--- src/logic/dbp_pkg.sv ---
// debug port shared definitions
package dbp_pkg;

  ////////////////////////////////////////////////////////////////////////////
  // command port, select and APB types

  // one debug command word, 70 bits
  typedef struct packed {
    logic [31:0] addr;
    logic [3:0]  be;
    logic [1:0]  cmd;
    logic [31:0] wdata;
  } dbg_req_t;

  // response, read data plus error
  typedef struct packed {
    logic [31:0] rdata;
    logic        err;
  } dbg_rsp_t;

  // select register, target field at the bottom
  typedef struct packed {
    logic [29:0] rsvd;
    logic [1:0]  target;
  } dbp_sel_t;

  // APB master side, word address only
  typedef struct packed {
    logic [29:0] paddr;
    logic        psel;
    logic        penable;
    logic        pwrite;
    logic [31:0] pwdata;
  } apb_req_t;

  typedef struct packed {
    logic        pready;
    logic [31:0] prdata;
    logic        pslverr;
  } apb_rsp_t;

  ////////////////////////////////////////////////////////////////////////////
  // register map, command codes, select targets

  localparam int DP_OFF_W = 12;

  localparam logic [DP_OFF_W-1:0] OFF_STATUS  = 12'h000;
  localparam logic [DP_OFF_W-1:0] OFF_CMD     = 12'h004;
  localparam logic [DP_OFF_W-1:0] OFF_ADDR    = 12'h008;
  localparam logic [DP_OFF_W-1:0] OFF_DATA    = 12'h00C;
  localparam logic [DP_OFF_W-1:0] OFF_RESET   = 12'h010;
  localparam logic [DP_OFF_W-1:0] OFF_DATA_HI = 12'h014;
  localparam logic [DP_OFF_W-1:0] OFF_ADDR_HI = 12'h018;
  localparam logic [DP_OFF_W-1:0] OFF_SELECT  = 12'h020;
  localparam logic [DP_OFF_W-1:0] OFF_CSR1    = 12'h400;
  localparam logic [DP_OFF_W-1:0] OFF_CSR2    = 12'h404;
  localparam logic [DP_OFF_W-1:0] OFF_CSR3    = 12'h408;
  localparam logic [DP_OFF_W-1:0] OFF_CSR4    = 12'h40C;
  localparam logic [DP_OFF_W-1:0] OFF_CSR5    = 12'h410;

  localparam logic [1:0] CMD_RD = 2'd1;
  localparam logic [1:0] CMD_WR = 2'd2;

  localparam logic [1:0] SEL_DP    = 2'd0;
  localparam logic [1:0] SEL_ROM   = 2'd1;
  localparam logic [1:0] SEL_APB   = 2'd2;
  localparam logic [1:0] SEL_RESET = 2'd0;

  // read-only words of the DP
  localparam logic [31:0] STATUS_VALUE   = 32'h0000_0024;
  localparam logic [31:0] DP_IDENTITY    = 32'h0001_04B0;
  localparam logic [31:0] DP_IDENTITY1   = 32'd32;
  localparam logic [31:0] DP_BASE_PTR0   = 32'h0000_1000;
  localparam logic [31:0] ROM_CSR1_VALUE = 32'h0000_0010;

  ////////////////////////////////////////////////////////////////////////////
  // ROM table contents, offset and word at the same index

  localparam int ROM_ENTRIES = 11;

  localparam logic [ROM_ENTRIES-1:0][DP_OFF_W-1:0] ROM_OFF = {
    12'h000, 12'h004, 12'h400, 12'hFD0, 12'hFE0, 12'hFE4,
    12'hFE8, 12'hFF0, 12'hFF4, 12'hFF8, 12'hFFC
  };

  // two component entries, CIDR1 copy, then PIDR and CIDR bytes
  localparam logic [ROM_ENTRIES-1:0][31:0] ROM_VAL = {
    32'h0000_2003, 32'h0000_3003, 32'h0000_0010, 32'h0000_0004,
    32'h0000_0001, 32'h0000_0080, 32'h0000_000D, 32'h0000_000D,
    32'h0000_0010, 32'h0000_0005, 32'h0000_00B1
  };

endpackage
--- src/logic/dbp_top.sv ---
// debug port top level
`timescale 1ns/1ps

module dbp_top #(
  parameter int APB_WAIT_LIMIT = 16
) (
  input  logic              clk,
  input  logic              rst_a_s,
  input  dbp_pkg::dbg_req_t i_dbg_req,
  input  logic              i_dbg_cmdval,
  output logic              o_dbg_cmdack,
  output dbp_pkg::dbg_rsp_t o_dbg_rsp,
  output logic              o_dbg_rspval,
  input  logic              i_dbg_rspack,
  output dbp_pkg::apb_req_t o_apb,
  input  dbp_pkg::apb_rsp_t i_apb
);

  // DP configuration seen by router and ROM
  dbp_pkg::dbp_sel_t dp_select;
  logic [31:0]       dp_addr;
  logic [31:0]       rom_word;

  // start and done between router and targets
  logic              dp_start;
  logic              dp_done;
  logic              ap_start;
  logic              ap_done;
  dbp_pkg::dbg_req_t cap_req;
  dbp_pkg::dbg_rsp_t dp_rsp;
  dbp_pkg::dbg_rsp_t ap_rsp;

  dbp_cmd_router u_router (
    .clk          (clk),
    .rst_a_s      (rst_a_s),
    .i_dbg_req    (i_dbg_req),
    .i_dbg_cmdval (i_dbg_cmdval),
    .o_dbg_cmdack (o_dbg_cmdack),
    .o_dbg_rsp    (o_dbg_rsp),
    .o_dbg_rspval (o_dbg_rspval),
    .i_dbg_rspack (i_dbg_rspack),
    .i_select     (dp_select),
    .o_dp_start   (dp_start),
    .i_dp_done    (dp_done),
    .i_dp_rsp     (dp_rsp),
    .o_ap_start   (ap_start),
    .o_ap_req     (cap_req),
    .i_ap_done    (ap_done),
    .i_ap_rsp     (ap_rsp)
  );

  // captured request also feeds the register block
  dbp_dp_regs u_dp_regs (
    .clk        (clk),
    .rst_a_s    (rst_a_s),
    .i_start    (dp_start),
    .i_req      (cap_req),
    .i_rom_word (rom_word),
    .o_done     (dp_done),
    .o_rsp      (dp_rsp),
    .o_select   (dp_select),
    .o_addr     (dp_addr)
  );

  dbp_rom_table u_rom_table (
    .i_select   (dp_select),
    .i_addr     (dp_addr),
    .o_rom_word (rom_word)
  );

  dbp_apb_ap #(
    .APB_WAIT_LIMIT (APB_WAIT_LIMIT)
  ) u_apb_ap (
    .clk     (clk),
    .rst_a_s (rst_a_s),
    .i_start (ap_start),
    .i_req   (cap_req),
    .o_done  (ap_done),
    .o_rsp   (ap_rsp),
    .o_apb   (o_apb),
    .i_apb   (i_apb)
  );

endmodule

--- src/logic/dbp_apb_ap.sv ---
// APB master access port
`timescale 1ns/1ps

module dbp_apb_ap #(
  parameter int APB_WAIT_LIMIT = 16
) (
  input  logic              clk,
  input  logic              rst_a_s,
  input  logic              i_start,
  input  dbp_pkg::dbg_req_t i_req,
  output logic              o_done,
  output dbp_pkg::dbg_rsp_t o_rsp,
  output dbp_pkg::apb_req_t o_apb,
  input  dbp_pkg::apb_rsp_t i_apb
);

  // counter wide enough for the full wait limit
  localparam int               CNT_W     = $clog2(APB_WAIT_LIMIT + 1);
  localparam logic [CNT_W-1:0] WAIT_LAST = CNT_W'(APB_WAIT_LIMIT - 1);

  typedef enum logic [1:0] {
    ST_IDLE,
    ST_SETUP,
    ST_ACCESS
  } ap_state_t;

  ap_state_t         state_q;
  logic [CNT_W-1:0]  wait_q;
  logic              done_q;

  // transfer payload
  logic [29:0]       paddr_q;
  logic              pwrite_q;
  logic              is_rd_q;
  logic [31:0]       pwdata_q;
  dbp_pkg::dbg_rsp_t rsp_q;

  logic              launch;
  logic              timeout;
  logic              finish;

  assign launch  = (state_q == ST_IDLE) && i_start;
  // last access cycle with no pready
  assign timeout = (state_q == ST_ACCESS) && !i_apb.pready && (wait_q == WAIT_LAST);
  assign finish  = (state_q == ST_ACCESS) && (i_apb.pready || timeout);

  ////////////////////////////////////////////////////////////////////////////
  // setup and access phases

  always_ff @(posedge clk or posedge rst_a_s)
  begin
    if (rst_a_s)
    begin
      state_q <= ST_IDLE;
      wait_q  <= '0;
      done_q  <= 1'b0;
    end
    else
    begin
      done_q <= finish;
      case (state_q)
        ST_IDLE:
          if (i_start)
            state_q <= ST_SETUP;
        ST_SETUP:
        begin
          state_q <= ST_ACCESS;
          wait_q  <= '0;
        end
        ST_ACCESS:
          if (finish)
            state_q <= ST_IDLE;
          else
            wait_q <= wait_q + 1'b1;
        default:
          state_q <= ST_IDLE;
      endcase
    end
  end

  // word address, direction from the command code
  always_ff @(posedge clk)
  begin
    if (launch)
    begin
      paddr_q  <= i_req.addr[31:2];
      pwrite_q <= (i_req.cmd == dbp_pkg::CMD_WR);
      is_rd_q  <= (i_req.cmd == dbp_pkg::CMD_RD);
      pwdata_q <= i_req.wdata;
    end
    if (finish)
    begin
      rsp_q.err   <= timeout | i_apb.pslverr;
      rsp_q.rdata <= (is_rd_q && i_apb.pready) ? i_apb.prdata : '0;
    end
  end

  always_comb
  begin
    o_apb.paddr   = paddr_q;
    o_apb.psel    = (state_q != ST_IDLE);
    o_apb.penable = (state_q == ST_ACCESS);
    o_apb.pwrite  = pwrite_q;
    o_apb.pwdata  = pwdata_q;
  end

  assign o_done = done_q;
  assign o_rsp  = rsp_q;

  // a stalled slave never holds the access phase past the wait limit
  a_pen_bound: assert property (@(posedge clk) disable iff (rst_a_s)
    o_apb.penable |-> (wait_q < APB_WAIT_LIMIT));

endmodule

--- src/logic/dbp_cmd_router.sv ---
// debug command router and response stage
`timescale 1ns/1ps

module dbp_cmd_router (
  input  logic              clk,
  input  logic              rst_a_s,
  input  dbp_pkg::dbg_req_t i_dbg_req,
  input  logic              i_dbg_cmdval,
  output logic              o_dbg_cmdack,
  output dbp_pkg::dbg_rsp_t o_dbg_rsp,
  output logic              o_dbg_rspval,
  input  logic              i_dbg_rspack,
  input  dbp_pkg::dbp_sel_t i_select,
  output logic              o_dp_start,
  input  logic              i_dp_done,
  input  dbp_pkg::dbg_rsp_t i_dp_rsp,
  output logic              o_ap_start,
  output dbp_pkg::dbg_req_t o_ap_req,
  input  logic              i_ap_done,
  input  dbp_pkg::dbg_rsp_t i_ap_rsp
);

  // control state
  logic              rdy_q;
  logic              busy_q;
  logic              rspval_q;
  logic              dp_start_q;
  logic              ap_start_q;

  // captured request and held response
  dbp_pkg::dbg_req_t req_q;
  dbp_pkg::dbg_rsp_t rsp_q;

  logic              accept;
  logic              is_sel_off;
  logic              sel_valid;
  logic              to_ap;
  logic              rsp_take;

  // no accept in the first cycle out of reset, nor while busy
  assign o_dbg_cmdack = rdy_q & ~busy_q;
  assign accept       = i_dbg_cmdval & o_dbg_cmdack;
  assign rsp_take     = rspval_q & i_dbg_rspack;

  ////////////////////////////////////////////////////////////////////////////
  // target choice

  // select offset always lands in the DP
  assign is_sel_off = (i_dbg_req.addr[dbp_pkg::DP_OFF_W-1:0] == dbp_pkg::OFF_SELECT);
  assign sel_valid  = (i_select.rsvd == '0) && (i_select.target <= dbp_pkg::SEL_APB);
  // invalid select values fall back to the DP, which errors them
  assign to_ap      = ~is_sel_off & sel_valid & (i_select.target == dbp_pkg::SEL_APB);

  always_ff @(posedge clk or posedge rst_a_s)
  begin
    if (rst_a_s)
    begin
      rdy_q      <= 1'b0;
      busy_q     <= 1'b0;
      rspval_q   <= 1'b0;
      dp_start_q <= 1'b0;
      ap_start_q <= 1'b0;
    end
    else
    begin
      rdy_q      <= 1'b1;
      dp_start_q <= accept & ~to_ap;
      ap_start_q <= accept & to_ap;
      // busy until the response handshake completes
      if (accept)
        busy_q <= 1'b1;
      else if (rsp_take)
        busy_q <= 1'b0;
      if (i_dp_done | i_ap_done)
        rspval_q <= 1'b1;
      else if (rsp_take)
        rspval_q <= 1'b0;
    end
  end

  // request held for the whole command, response until acked
  always_ff @(posedge clk)
  begin
    if (accept)
      req_q <= i_dbg_req;
    if (i_dp_done)
      rsp_q <= i_dp_rsp;
    else if (i_ap_done)
      rsp_q <= i_ap_rsp;
  end

  assign o_dp_start   = dp_start_q;
  assign o_ap_start   = ap_start_q;
  assign o_ap_req     = req_q;
  assign o_dbg_rsp    = rsp_q;
  assign o_dbg_rspval = rspval_q;

  // a target answers only the outstanding command, and only one target answers
  a_done_owned: assert property (@(posedge clk) disable iff (rst_a_s)
    (i_dp_done || i_ap_done) |-> (busy_q && !rspval_q && !(i_dp_done && i_ap_done)));

  // back-pressure keeps the response frozen
  a_rsp_hold: assert property (@(posedge clk) disable iff (rst_a_s)
    (o_dbg_rspval && !i_dbg_rspack) |=> (o_dbg_rspval && $stable(o_dbg_rsp)));

endmodule

--- src/logic/dbp_rom_table.sv ---
// debug port ROM table
`timescale 1ns/1ps

module dbp_rom_table (
  input  dbp_pkg::dbp_sel_t i_select,
  input  logic [31:0]       i_addr,
  output logic [31:0]       o_rom_word
);

  // ROM is indexed by the low bits of the DP address register
  logic [dbp_pkg::DP_OFF_W-1:0] rom_off;
  logic                         rom_sel;
  logic [31:0]                  hit_word;

  assign rom_off = i_addr[dbp_pkg::DP_OFF_W-1:0];

  // only visible while the select target is the ROM
  assign rom_sel = (i_select.target == dbp_pkg::SEL_ROM);

  ////////////////////////////////////////////////////////////////////////////
  // entry lookup

  // scan all entries, unlisted offsets read zero
  always_comb
  begin
    hit_word = '0;
    for (int i = 0; i < dbp_pkg::ROM_ENTRIES; i++)
    begin
      if (rom_off == dbp_pkg::ROM_OFF[i])
        hit_word = dbp_pkg::ROM_VAL[i];
    end
  end

  // gated by the select target
  always_comb
  begin
    if (rom_sel)
      o_rom_word = hit_word;
    else
      o_rom_word = '0;
  end

endmodule

--- src/logic/dbp_dp_regs.sv ---
// debug port register block
`timescale 1ns/1ps

module dbp_dp_regs (
  input  logic              clk,
  input  logic              rst_a_s,
  input  logic              i_start,
  input  dbp_pkg::dbg_req_t i_req,
  input  logic [31:0]       i_rom_word,
  output logic              o_done,
  output dbp_pkg::dbg_rsp_t o_rsp,
  output dbp_pkg::dbp_sel_t o_select,
  output logic [31:0]       o_addr
);

  // decoded offset of the captured command
  logic [dbp_pkg::DP_OFF_W-1:0] off;

  // programmer visible registers
  dbp_pkg::dbp_sel_t sel_q;
  logic [31:0]       addr_q;
  logic [31:0]       data_q;
  logic [31:0]       cmd_q;

  // select word as it would be written
  dbp_pkg::dbp_sel_t sel_wr;

  logic              is_rd;
  logic              is_wr;
  logic              is_sel_off;
  logic              rom_mode;
  logic              sel_ok;
  logic              addr_match;
  logic              addr_err;
  logic              cmd_err;
  logic              be_err;
  logic              rd_err;
  logic              tgt_err;
  logic              sel_err;
  logic              any_err;
  logic              wr_en;
  logic [31:0]       rd_word;
  dbp_pkg::dbg_rsp_t rsp_d;
  dbp_pkg::dbg_rsp_t rsp_q;
  logic              done_q;

  assign off        = i_req.addr[dbp_pkg::DP_OFF_W-1:0];
  assign sel_wr     = i_req.wdata;
  assign is_rd      = (i_req.cmd == dbp_pkg::CMD_RD);
  assign is_wr      = (i_req.cmd == dbp_pkg::CMD_WR);
  assign is_sel_off = (off == dbp_pkg::OFF_SELECT);
  assign rom_mode   = (sel_q.target == dbp_pkg::SEL_ROM);

  // DP serves non-select commands only for a clean DP or ROM target
  assign sel_ok = (sel_q.rsvd == '0) &&
                  ((sel_q.target == dbp_pkg::SEL_DP) || (sel_q.target == dbp_pkg::SEL_ROM));

  ////////////////////////////////////////////////////////////////////////////
  // offset decode and read mux

  always_comb
  begin
    addr_match = 1'b1;
    rd_word    = '0;
    case (off)
      dbp_pkg::OFF_STATUS:  rd_word = dbp_pkg::STATUS_VALUE;
      dbp_pkg::OFF_CMD:     rd_word = cmd_q;
      dbp_pkg::OFF_ADDR,
      dbp_pkg::OFF_ADDR_HI: rd_word = addr_q;
      // data reg is replaced by the ROM word in ROM mode
      dbp_pkg::OFF_DATA,
      dbp_pkg::OFF_DATA_HI: rd_word = rom_mode ? i_rom_word : data_q;
      // write only, reads flagged below
      dbp_pkg::OFF_RESET:   rd_word = '0;
      dbp_pkg::OFF_SELECT:  rd_word = sel_q;
      dbp_pkg::OFF_CSR1:    rd_word = rom_mode ? dbp_pkg::ROM_CSR1_VALUE : dbp_pkg::DP_IDENTITY;
      dbp_pkg::OFF_CSR2:    rd_word = '0;
      dbp_pkg::OFF_CSR3:    rd_word = rom_mode ? '0 : dbp_pkg::DP_IDENTITY1;
      dbp_pkg::OFF_CSR4:    rd_word = rom_mode ? '0 : dbp_pkg::DP_BASE_PTR0;
      dbp_pkg::OFF_CSR5:    rd_word = '0;
      default:              addr_match = 1'b0;
    endcase
  end

  // error sources
  assign addr_err = ~addr_match;
  assign cmd_err  = ~(is_rd | is_wr);
  assign be_err   = (i_req.be != 4'hF);
  assign rd_err   = is_rd & (off == dbp_pkg::OFF_RESET);
  assign tgt_err  = ~is_sel_off & ~sel_ok;
  // bad select value, still stored
  assign sel_err  = is_wr & is_sel_off &
                    ((sel_wr.target > dbp_pkg::SEL_APB) || (sel_wr.rsvd != '0));
  assign any_err  = addr_err | cmd_err | be_err | rd_err | tgt_err | sel_err;

  // full-word writes only
  assign wr_en = i_start & is_wr & ~be_err & ~tgt_err;

  assign rsp_d.rdata = (is_rd && !any_err) ? rd_word : '0;
  assign rsp_d.err   = any_err;

  ////////////////////////////////////////////////////////////////////////////
  // registers, written on the same edge as done

  always_ff @(posedge clk or posedge rst_a_s)
  begin
    if (rst_a_s)
    begin
      done_q <= 1'b0;
      sel_q  <= '{rsvd: '0, target: dbp_pkg::SEL_RESET};
      addr_q <= '0;
      data_q <= '0;
      cmd_q  <= '0;
    end
    else
    begin
      done_q <= i_start;
      if (wr_en)
      begin
        case (off)
          dbp_pkg::OFF_SELECT: sel_q  <= sel_wr;
          dbp_pkg::OFF_ADDR:   addr_q <= i_req.wdata;
          dbp_pkg::OFF_DATA:   data_q <= i_req.wdata;
          dbp_pkg::OFF_CMD:    cmd_q  <= i_req.wdata;
          // reset reg and read-only offsets ignore the write
          default:             ;
        endcase
      end
    end
  end

  // response word
  always_ff @(posedge clk)
  begin
    if (i_start)
      rsp_q <= rsp_d;
  end

  assign o_done   = done_q;
  assign o_rsp    = rsp_q;
  assign o_select = sel_q;
  assign o_addr   = addr_q;

  // one start per command, so done never repeats
  a_done_single: assert property (@(posedge clk) disable iff (rst_a_s)
    o_done |=> !o_done);

endmodule

--- config.mk ---
export PLATFORM = sky130hd
export DESIGN_NAME = dbp_top
export DESIGN_NICKNAME = d
export VERILOG_FILES = /design/src/logic/dbp_pkg.sv /design/src/logic/dbp_top.sv /design/src/logic/dbp_apb_ap.sv /design/src/logic/dbp_cmd_router.sv /design/src/logic/dbp_rom_table.sv /design/src/logic/dbp_dp_regs.sv
export SDC_FILE = /design/constraint.sdc
export NUM_CORES = 1
export LEC_CHECK = 0
export BUFFER_PORTS_ARGS = -buffer_cell sky130_fd_sc_hd__buf_4
export CORE_UTILIZATION = 50
export DETAILED_ROUTE_END_ITERATION = 16
export HOLD_SLACK_MARGIN = 0.1
export PLACE_DENSITY = 0.69
export SLEW_MARGIN = 5
export SYNTH_ARGS = -nofsm -noshare
export SYNTH_HDL_FRONTEND = slang
export SYNTH_SLANG_ARGS = --single-unit
--- constraint.sdc ---
create_clock -name clk -period 7.7 [get_ports clk]
set_input_delay 0.385 -clock clk [delete_from_list [all_inputs] [get_ports clk]]
set_output_delay 0.385 -clock clk [all_outputs]
set_load 0.01 [all_outputs]
==> flow_summary.yaml, run 1 <==
sta:
  fin_tns_setup_ns: 0
  layout_min_cycle_time_ns: 3.19
  setup_violations: 0
  clock.fmax_mhz: 314
  clock_skew_ns: 0.0127
  worst_pin_slew_ns: 1.17
  slew_headroom: 0.218
  worst_slack_ns: 4.51
  rsz0062_at_grt: "false"
  finalHoldViolations: 0
  min_period_over_period: 0.414
  slew_violations: 0
power_and_ir_drop:
  power_frac_clock: 0.421
  leakage_uw: 0.00770
  p_switching_uw: 949
  combinationalPowerShare: 0.056
  ir_drop_mv: 0.174
  p_seq_frac: 0.523
  switching_share: 0.215
  intPower_uw: 3460
  power_density_mw_per_mm2: 236
global_route:
  grt_pass1_wl_mm: 52.0
  grt_start_max_net_pins: 83
  antenna_found_initial: 0
  grt_pass1_vias: 9260
  grt_overflow: 0
  grtUsageTotal: 0.222
layout:
  layout.nets: 1302
  nFillCells: 2164
  drive_gt1_frac: 0.356
  area_delta_synth_final_pct: 26.2
setup_path:
  crit_buf_inv: 1
  crit_family: "compound AO/OA/AOI/OAI gates"
  critPathLaunchType: "flip-flop"
  crit_type: "reg2reg"
  r2r_cells: 6
  crit_path_top_delay_cell: "o2111ai_4"
  r2r_start: "u_router.o_ap_req[48]"
  critPathLaunch: "u_router.o_ap_req[48]"
  max_stage_delay_ns: 0.94
  r2r_slack_ns: 4.51
  critPathRequiredTime_ns: 7.91
  crit_chain: "nor4b_2, and4_1, buf_4, nand2_1, o2111ai_4, a31oi_1"
  crit_path_end_kind: "flip-flop"
  cp_max_fo: 32
  rr_endpoint: "u_dp_regs.o_rsp[13]"
  critPathArrivalTime_ns: 3.40
synth:
  synth_fp_nets: 1024
  yosys_warnings: 0
  synth_cell_types: 61
  ys_seq_area_frac: 0.715
  syn_inst: 912
  syn_avg_cell_area_um2: 16.2
  synth_edf_count: 233
  yosysTopAreaCell: "edfxtp_1"
  synth_area_leaders: "edfxtp_1, dfrtp_1, mux2_2"
  synth_top_area_frac: 0.474
  syn_area_mm2: 0.0148
  ys.flop_type: "edfxtp_1"
  ys_top_cells_by_count: "edfxtp_1, dfrtp_1, mux2_2, nand2_1"
  async_flop_share: 0.379
  synth_most_common_cell: "edfxtp_1"
  ys_seq_elements: 375
clocking:
  tritoncts: "built"
  cts_max_level: 2
  clock_sinks: 375
  cts_setup_buffers: 0
  cts.path.max_buffers: 3
  cts_resized: 0
  numCtsBuffers: 39
  hold_buffers: 71
  cts_root_buffer: "clkbuf_16"
  worst_skew_pair.late_latency_ns: 0.52
  path_clk_slew_ns: 0.06
worst_hold_path:
  min_from: "i_dbg_rspack"
  hp-class: "in2reg"
  holdPathEnd: "u_router.busy_q"
  worstHoldPathCells: 4
floorplanning:
  num_rows: 62
  die_area_mm2: 0.0302
  fp.coreArea_mm2: 0.0289
  io_pins: 208
  initial_core_util: 0.512
  fp.dieH_um: 174
  die_w_um: 174
detailed_routing:
  routed_via_density: 5.68
  drc: 0
  wl_mm: 33.3
  firstDrtPassIters: 7
  wl_per_cell_um: 20.7
  vias: 9116
  antenna_left: 0
  drt_iter0_drc: 855
run_status:
  status: "finished clean"
placement:
  place_congestion: 0.865
  pre_cts_ws_ns: 4.54
  dp_hpwl_mm: 20.9
  portBuffers: 207
job:
  cap_violations: 0
## placed cells by master, fill, tap and decap left out, types with 3 or more instances in the layout
cell and instances:
a21oi_1 39, a222oi_1 29, a31oi_1 3, and2_1 4, and3_1 38, buf_4 217
clkbuf_1 10, clkbuf_16 41, clkbuf_8 5, clkinv_1 3, clkinv_2 8, dfrtp_1 142
dlygate4sd3_1 71, edfxtp_1 233, ha_1 4, inv_1 11, inv_6 3, mux2_1 21
mux2_2 110, mux2_4 30, nand2_1 55, nand2b_1 4, nand3_1 11, nand4_1 13
nor2_1 16, nor2b_1 4, nor3_1 5, nor3_2 3, nor4_1 22, o211ai_1 3
o21ai_0 18
## power groups by stage
stage | Combinational, uW | Clock (uW) | Sequential [uW]
2_1_floorplan | 100 | 0 | 2330
3_3_place_gp | 216 | 0 | 2340
3_5_place_dp | 220 | 0 | 2350
4_1_cts | 249 | 1890 | 2310
5_1_grt | 268 | 1970 | 2310
6_report | 245 | 1860 | 2310
## registers in the layout, summed over array words and instances (netlist names)
register,cells
u_router.o_dbg_rsp,33
u_apb_ap.is_rd_q,1
u_router.o_dbg_rspval,1
u_apb_ap.o_rsp,33
u_apb_ap.wait_q,5
u_apb_ap.pwdata_q,32
u_router.rdy_q,1
u_router.o_ap_req,70
u_router.busy_q,1
u_router.o_ap_start,1
u_dp_regs.o_rsp,33
u_apb_ap.o_done,1
u_apb_ap.paddr_q,30
u_dp_regs.o_select,32
u_dp_regs.o_addr,32
u_dp_regs.data_q,32
u_dp_regs.cmd_q,32
u_apb_ap.state_q,2
u_dp_regs.o_done,1
u_apb_ap.pwrite_q,1
u_router.o_dp_start,1
## metrics by stage
stage | area, um2 | utilization | cells | power [uW] | hold slack, ns
2_1_floorplan | 14800 | - | 912 | 2430 | 0.400
3_3_place_gp | 16600 | 0.577 | 1462 | 2560 | 0.400
3_5_place_dp | 16600 | 0.577 | 1462 | 2560 | 0.405
4_1_cts | 18600 | 0.646 | 1605 | 4450 | 0.111
5_1_grt | 18600 | 0.646 | 1605 | 4560 | 0.137
6_report | 18600 | 0.646 | 1606 | 4410 | 0.126
## layout make-up
type	count	area [um2]	area share
diodes	1	2.50	0.000134
clock buffers	56	1130	0.0608
clock inverters	16	143	0.00765
inverters	14	56.3	0.00302
multi-input cells	472	3930	0.211
flip-flops and latches	375	10600	0.566
well taps	384	480	0.0258
repair buffers	288	2340	0.126
## worst max path at each step
stage / to / slack [ns] / cells past startpoint
2_1_floorplan: u_apb_ap.o_done / 3.51 / 1
3_3_place_gp: u_dp_regs.data_q[27] / 4.63 / 6
3_5_place_dp: u_dp_regs.data_q[3] / 4.54 / 6
4_1_cts: u_dp_regs.data_q[20] / 4.53 / 6
5_1_grt: u_dp_regs.data_q[11] / 4.32 / 6
6_report: u_dp_regs.o_rsp[13] / 4.51 / 6
## routing by layer
layer,vias to the layer above,GRT usage,part of all wire
li1,4089,-,-
met1,4587,0.315,0.44
met2,368,0.344,0.46
met3,72,0.0480,0.068
met4,0,0.0709,0.027
met5,-,0,0
## tightest hold or removal path: stages
cell and delay (ns):
buf_4 0.08, nand2_1 0.04, nand2_1 0.06, nand2_1 0.04
## logic make-up (layout without fill, tap and decap cells)
group | Yosys count | count (layout) | synth area share
flops | 375 | 375 | 0.715
simple gates | 193 | 193 | 0.0758
mux | 162 | 162 | 0.131
compound gates | 110 | 110 | 0.0533
buf+inv | 65 | 374 | 0.0204
fa+ha+maj | 4 | 4 | 0.00339
xor+xnor | 2 | 2 | 0.00119
other cells | 1 | 2 | 0.000254
(Power assumes the default switching activity.)
==> run 2, diff against run 1 <==
--- a/config.mk
+++ b/config.mk
@@ -9,7 +9,7 @@
 export CORE_UTILIZATION = 50
 export DETAILED_ROUTE_END_ITERATION = 16
 export HOLD_SLACK_MARGIN = 0.1
-export PLACE_DENSITY = 0.69
+export PLACE_DENSITY = 0.72
 export SLEW_MARGIN = 5
 export SYNTH_ARGS = -nofsm -noshare
 export SYNTH_HDL_FRONTEND = slang
==> constraint.sdc (replaced) <==
create_clock -name clk -period 2.7 [get_ports clk]
set_input_delay 0.135 -clock clk [delete_from_list [all_inputs] [get_ports clk]]
set_output_delay 0.135 -clock clk [all_outputs]
set_load 0.01 [all_outputs]
==> flow_summary.yaml, run 2 (synthesis results as in run 1) <==
sta:
  rsz0062_at_grt: "false"
  setup_violations: 0
  finalHoldViolations: 0
  slew_violations: 0
  min_period_over_period: 0.936
  layout_min_cycle_time_ns: 2.53
  worst_pin_slew_ns: 0.865
  clock.fmax_mhz: 396
  clock_skew_ns: 0.0197
  slew_headroom: 0.423
  fin_tns_setup_ns: 0
layout:
  final_cell_mix: "buf_4, edfxtp_1, dfrtp_1, mux2_2, dlygate4sd3_1"
  area_delta_synth_final_pct: 31.1
  num_antenna_cells: 0
  largest_reg_flops: 70
  drive_gt1_frac: 0.359
  layout.nets: 1364
  final_core_util: 0.670
clocking:
  worst_skew_pair.late_latency_ns: 0.53
  numCtsBuffers: 40
  path_clk_slew_ns: 0.06
  cts_max_level: 2
  cts.path.max_buffers: 3
  cts_setup_buffers: 0
  clock_sinks: 375
  cts_root_buffer: "clkbuf_16"
  tritoncts: "built"
setup_path:
  r2r_cells: 6
  rr_endpoint: "u_dp_regs.data_q[25]"
  critPathLaunchType: "flip-flop"
  crit_path_end_kind: "flip-flop"
  crit_type: "reg2reg"
  critPathRequiredTime_ns: 3.10
  cp_max_fo: 22
  r2r_slack_ns: 0.17
  r2r_start: "u_router.o_ap_req[43]"
  critPathArrivalTime_ns: 2.92
global_route:
  grt_overflow: 0
  grt_start_max_net_pins: 80
  grt_pass1_wl_mm: 54.1
  grt_pass1_vias: 9507
  grtUsageTotal: 0.233
  antenna_found_initial: 3
detailed_routing:
  firstDrtPassIters: 7
  drc: 0
  vias: 9293
  wl_per_cell_um: 21.0
  drt_iter0_drc: 977
  antenna_left: 0
  wl_mm: 34.9
  routed_via_density: 5.57
run_status:
  status: "finished clean"
floorplanning:
  io_pins: 208
  die_area_mm2: 0.0302
  initial_core_util: 0.512
  fp.coreArea_mm2: 0.0289
  die_w_um: 174
  num_rows: 62
  fp.dieH_um: 174
worst_hold_path:
  hp-class: "in2async"
power_and_ir_drop:
  leakage_uw: 0.00803
  power_density_mw_per_mm2: 663
  ir_drop_mv: 0.690
placement:
  place_congestion: 0.885
  portBuffers: 207
  dp_hpwl_mm: 22.0
job:
  cap_violations: 0
## run 2: changes by cell type in the layout (fill, tap and decap cells not counted), sizes merged
cell	delta
diode	-1
clkinv	+1
inv	-3
dlygate4sd3	+36
clkbuf	+1
buf	+25
clkinvlp	+2
## run 2: where the power goes
group / leakage (uW) / internal, uW / switching (uW) / total, uW
logic: 0.00327 / 412 / 390 / 803
clock network: 0.000651 / 3250 / 2190 / 5440
registers: 0.00410 / 6390 / 183 / 6570
## run 2: layout make-up
class	instances	area, um2
Tap cell	384	480
Clock inverter	16	153
Sequential cell	375	10600
Fill cell	2016	9510
Inverter	14	57.6
Clock buffer	57	1180
Multi-Input combinational cell	472	3930
Timing Repair Buffer	349	3000
## run 2: per-layer routing
metal  track usage  routed length, um  part of all wire  up-vias
li1              -                  -                 -     4206
met1         0.324              15200              0.44     4661
met2         0.375              16700              0.48      375
met3        0.0485               2370             0.068       47
met4        0.0596                564             0.016        4
met5             0                 33           0.00094        -
## run 2: repair_timing
item / in CTS / in global routing
endpoints found under the hold margin: 249 / 0
gates resized for setup: 0 / 0
hold buffers: 107 / 0
## run 2: per-stage QoR
stage	total power (uW)	cell area (um2)	worst slack, ns	hold WS (ns)	instances
3_3_place_gp	7330	16900	0.327	0.126	1487
3_5_place_dp	7350	16900	0.200	0.124	1487
6_report	12800	19300	0.172	0.150	1667
2_1_floorplan	6930	14800	0.128	0.234	912
5_1_grt	13200	19300	0.00844	0.174	1667
4_1_cts	12900	19300	0.206	0.136	1667
## run 2: worst max-delay path, cell delays in order, from the launching register on
cell and delay, ns:
edfxtp_1 0.57, nor4b_2 0.37, and4_1 0.46, o21bai_4 0.26
nand4_4 0.12, buf_4 0.28, mux2_1 0.34
## run 2: how the worst max path moves through the flow
| stage | start | end | slack [ns] | cells past startpoint |
|---|---|---|---|---|
| floorplan | u_apb_ap.state_q[1] | u_apb_ap.is_rd_q | 0.13 | 2 |
| global placement | u_router.o_ap_req[42] | u_dp_regs.cmd_q[2] | 0.33 | 6 |
| detailed placement | u_router.o_ap_req[43] | u_dp_regs.data_q[27] | 0.20 | 6 |
| CTS | u_router.o_ap_req[43] | u_dp_regs.data_q[27] | 0.21 | 6 |
| global route | u_router.o_ap_req[43] | u_dp_regs.o_rsp[4] | 0.008 | 6 |
| finish | u_router.o_ap_req[43] | u_dp_regs.data_q[25] | 0.17 | 6 |
==> run 3, diff against run 2 <==
--- a/config.mk
+++ b/config.mk
@@ -9,7 +9,7 @@
 export CORE_UTILIZATION = 50
 export DETAILED_ROUTE_END_ITERATION = 16
 export HOLD_SLACK_MARGIN = 0.1
-export PLACE_DENSITY = 0.72
+export PLACE_DENSITY_LB_ADDON = 0.12
 export SLEW_MARGIN = 5
 export SYNTH_ARGS = -nofsm -noshare
 export SYNTH_HDL_FRONTEND = slang
==> flow_summary.yaml, run 3 (synthesis results as in run 1) <==
clocking:
  clock_sinks: 375
  cts_setup_buffers: 0
  worst_skew_pair.late_latency_ns: 0.53
  numCtsBuffers: 39
  cts.path.max_buffers: 3
  tritoncts: "built"
  path_clk_slew_ns: 0.06
  cts_max_level: 2
  cts_root_buffer: "clkbuf_16"
global_route:
  grtUsageTotal: 0.234
  grt_start_max_net_pins: 52
  grt_pass1_wl_mm: 54.1
  antenna_found_initial: 3
  grt_overflow: 0
  grt_pass1_vias: 9469
layout:
  num_antenna_cells: 0
  multiInputGateArea_mm2: 0.00393
  final_cell_mix: "buf_4, edfxtp_1, dfrtp_1, mux2_2, dlygate4sd3_1"
  layout.nets: 1365
  final_common_cell: "buf_4"
  largest_reg_flops: 70
  drive_gt1_frac: 0.354
  area_delta_synth_final_pct: 30.2
  nFillCells: 2064
  seqCellArea_mm2: 0.0106
setup_path:
  crit_path_top_delay_cell: "edfxtp_1"
  max_stage_delay_ns: 0.58
  crit_type: "reg2reg"
  cp_max_fo: 32
  critPathLaunchType: "flip-flop"
  crit_family: "simple AND/OR/NAND/NOR gates"
  crit_chain: "nor4b_2, and4_1, buf_4, nand2_1, o2111ai_2, buf_12, a21oi_1"
  crit_buf_inv: 2
  critPathRequiredTime_ns: 2.96
  crit_path_end_kind: "flip-flop"
  critPathArrivalTime_ns: 2.76
power_and_ir_drop:
  power_density_mw_per_mm2: 645
  ir_drop_mv: 0.540
  leakage_uw: 0.00797
detailed_routing:
  antenna_left: 0
  drc: 0
  routed_via_density: 5.57
  firstDrtPassIters: 9
  vias: 9296
  drt_iter0_drc: 1038
  wl_mm: 34.8
  wl_per_cell_um: 20.9
sta:
  fin_tns_setup_ns: 0
  clock_skew_ns: 0.0128
  slew_violations: 0
  worst_pin_slew_ns: 0.877
  min_period_over_period: 0.927
  layout_min_cycle_time_ns: 2.50
  slew_headroom: 0.415
  worst_slack_ns: 0.197
  clock.fmax_mhz: 399
  finalHoldViolations: 0
  worst_hold_slack_ns: 0.173
  setup_violations: 0
  rsz0062_at_grt: "false"
placement:
  portBuffers: 207
  place_congestion: 0.856
  pre_cts_ws_ns: 0.228
  dp_hpwl_mm: 22.6
floorplanning:
  num_rows: 62
  die_w_um: 174
  io_pins: 208
  die_area_mm2: 0.0302
  fp.dieH_um: 174
  initial_core_util: 0.512
  fp.coreArea_mm2: 0.0289
worst_hold_path:
  hp-class: "in2reg"
job:
  cap_violations: 0
run_status:
  status: "finished clean"
==> run 3: changes by cell type in the layout (fill, tap and decap cells not counted), sizes merged <==
cell	change
buf	+2
bufinv	-1
clkbuf	+1
clkinv	+1
clkinvlp	-1
inv	-1
==> run 3: worst paths after layout <==
path / start / slack (ns) / to / cells after the start
min: i_apb[33] / 0.17 / u_apb_ap.o_rsp[0] / 3
min in group asynchronous: rst_a_s / 0.33 / u_router.busy_q / 3
max reg2reg: u_router.o_ap_req[43] / 0.20 / u_dp_regs.o_rsp[1] / 7
min reg2reg: u_router.o_ap_req[55] / 0.41 / u_apb_ap.paddr_q[15] / 0
max in group asynchronous: rst_a_s / 1.64 / u_dp_regs.o_done / 4
max: u_router.o_ap_req[43] / 0.20 / u_dp_regs.o_rsp[1] / 7
==> run 3: repair_timing <==
| action | in CTS | in global routing |
|---|---|---|
| hold endpoints to repair | 135 | 0 |
| endpoints found under the setup margin | 0 | 0 |
| hold buffers | 107 | 0 |
| resized for setup | 0 | 0 |
==> run 3: per-layer routing <==
layer,wire length (um),GRT usage,share of wire,vias to the layer above
met1,15700,0.338,0.45,4657
met4,627,0.0687,0.018,0
met3,2530,0.0401,0.073,48
met2,16000,0.366,0.46,382
met5,0,0,0,-
li1,-,-,-,4209
==> run 3: per-stage QoR <==
step | util | std cells | total power [uW] | cell area (um2)
after floorplan | - | 912 | 6930 | 14800
after global placement | 0.587 | 1489 | 7340 | 16900
after detailed placement | 0.587 | 1489 | 7350 | 16900
after CTS | 0.666 | 1668 | 12500 | 19200
after global routing | 0.666 | 1668 | 12800 | 19200
final | 0.666 | 1668 | 12400 | 19200
==> run 3: worst min-delay path: stages <==
cell,delay [ns]
buf_4,0.21
inv_1,0.09
a31o_2,0.15
==> run 3: layout make-up <==
class                      count  share of cell area
tap                          384              0.0250
clock buffer                  58              0.0571
multi-input combinational    472               0.204
timing repair buffer         351               0.156
clock inverter                14             0.00553
sequential                   375               0.549
inverter                      14             0.00299
==> run 3: where the power goes <==
part / switching, uW / internal, uW / total (uW)
Clock: 2120 / 2920 / 5040
Sequential: 184 / 6390 / 6570
Combinational: 388 / 408 / 796
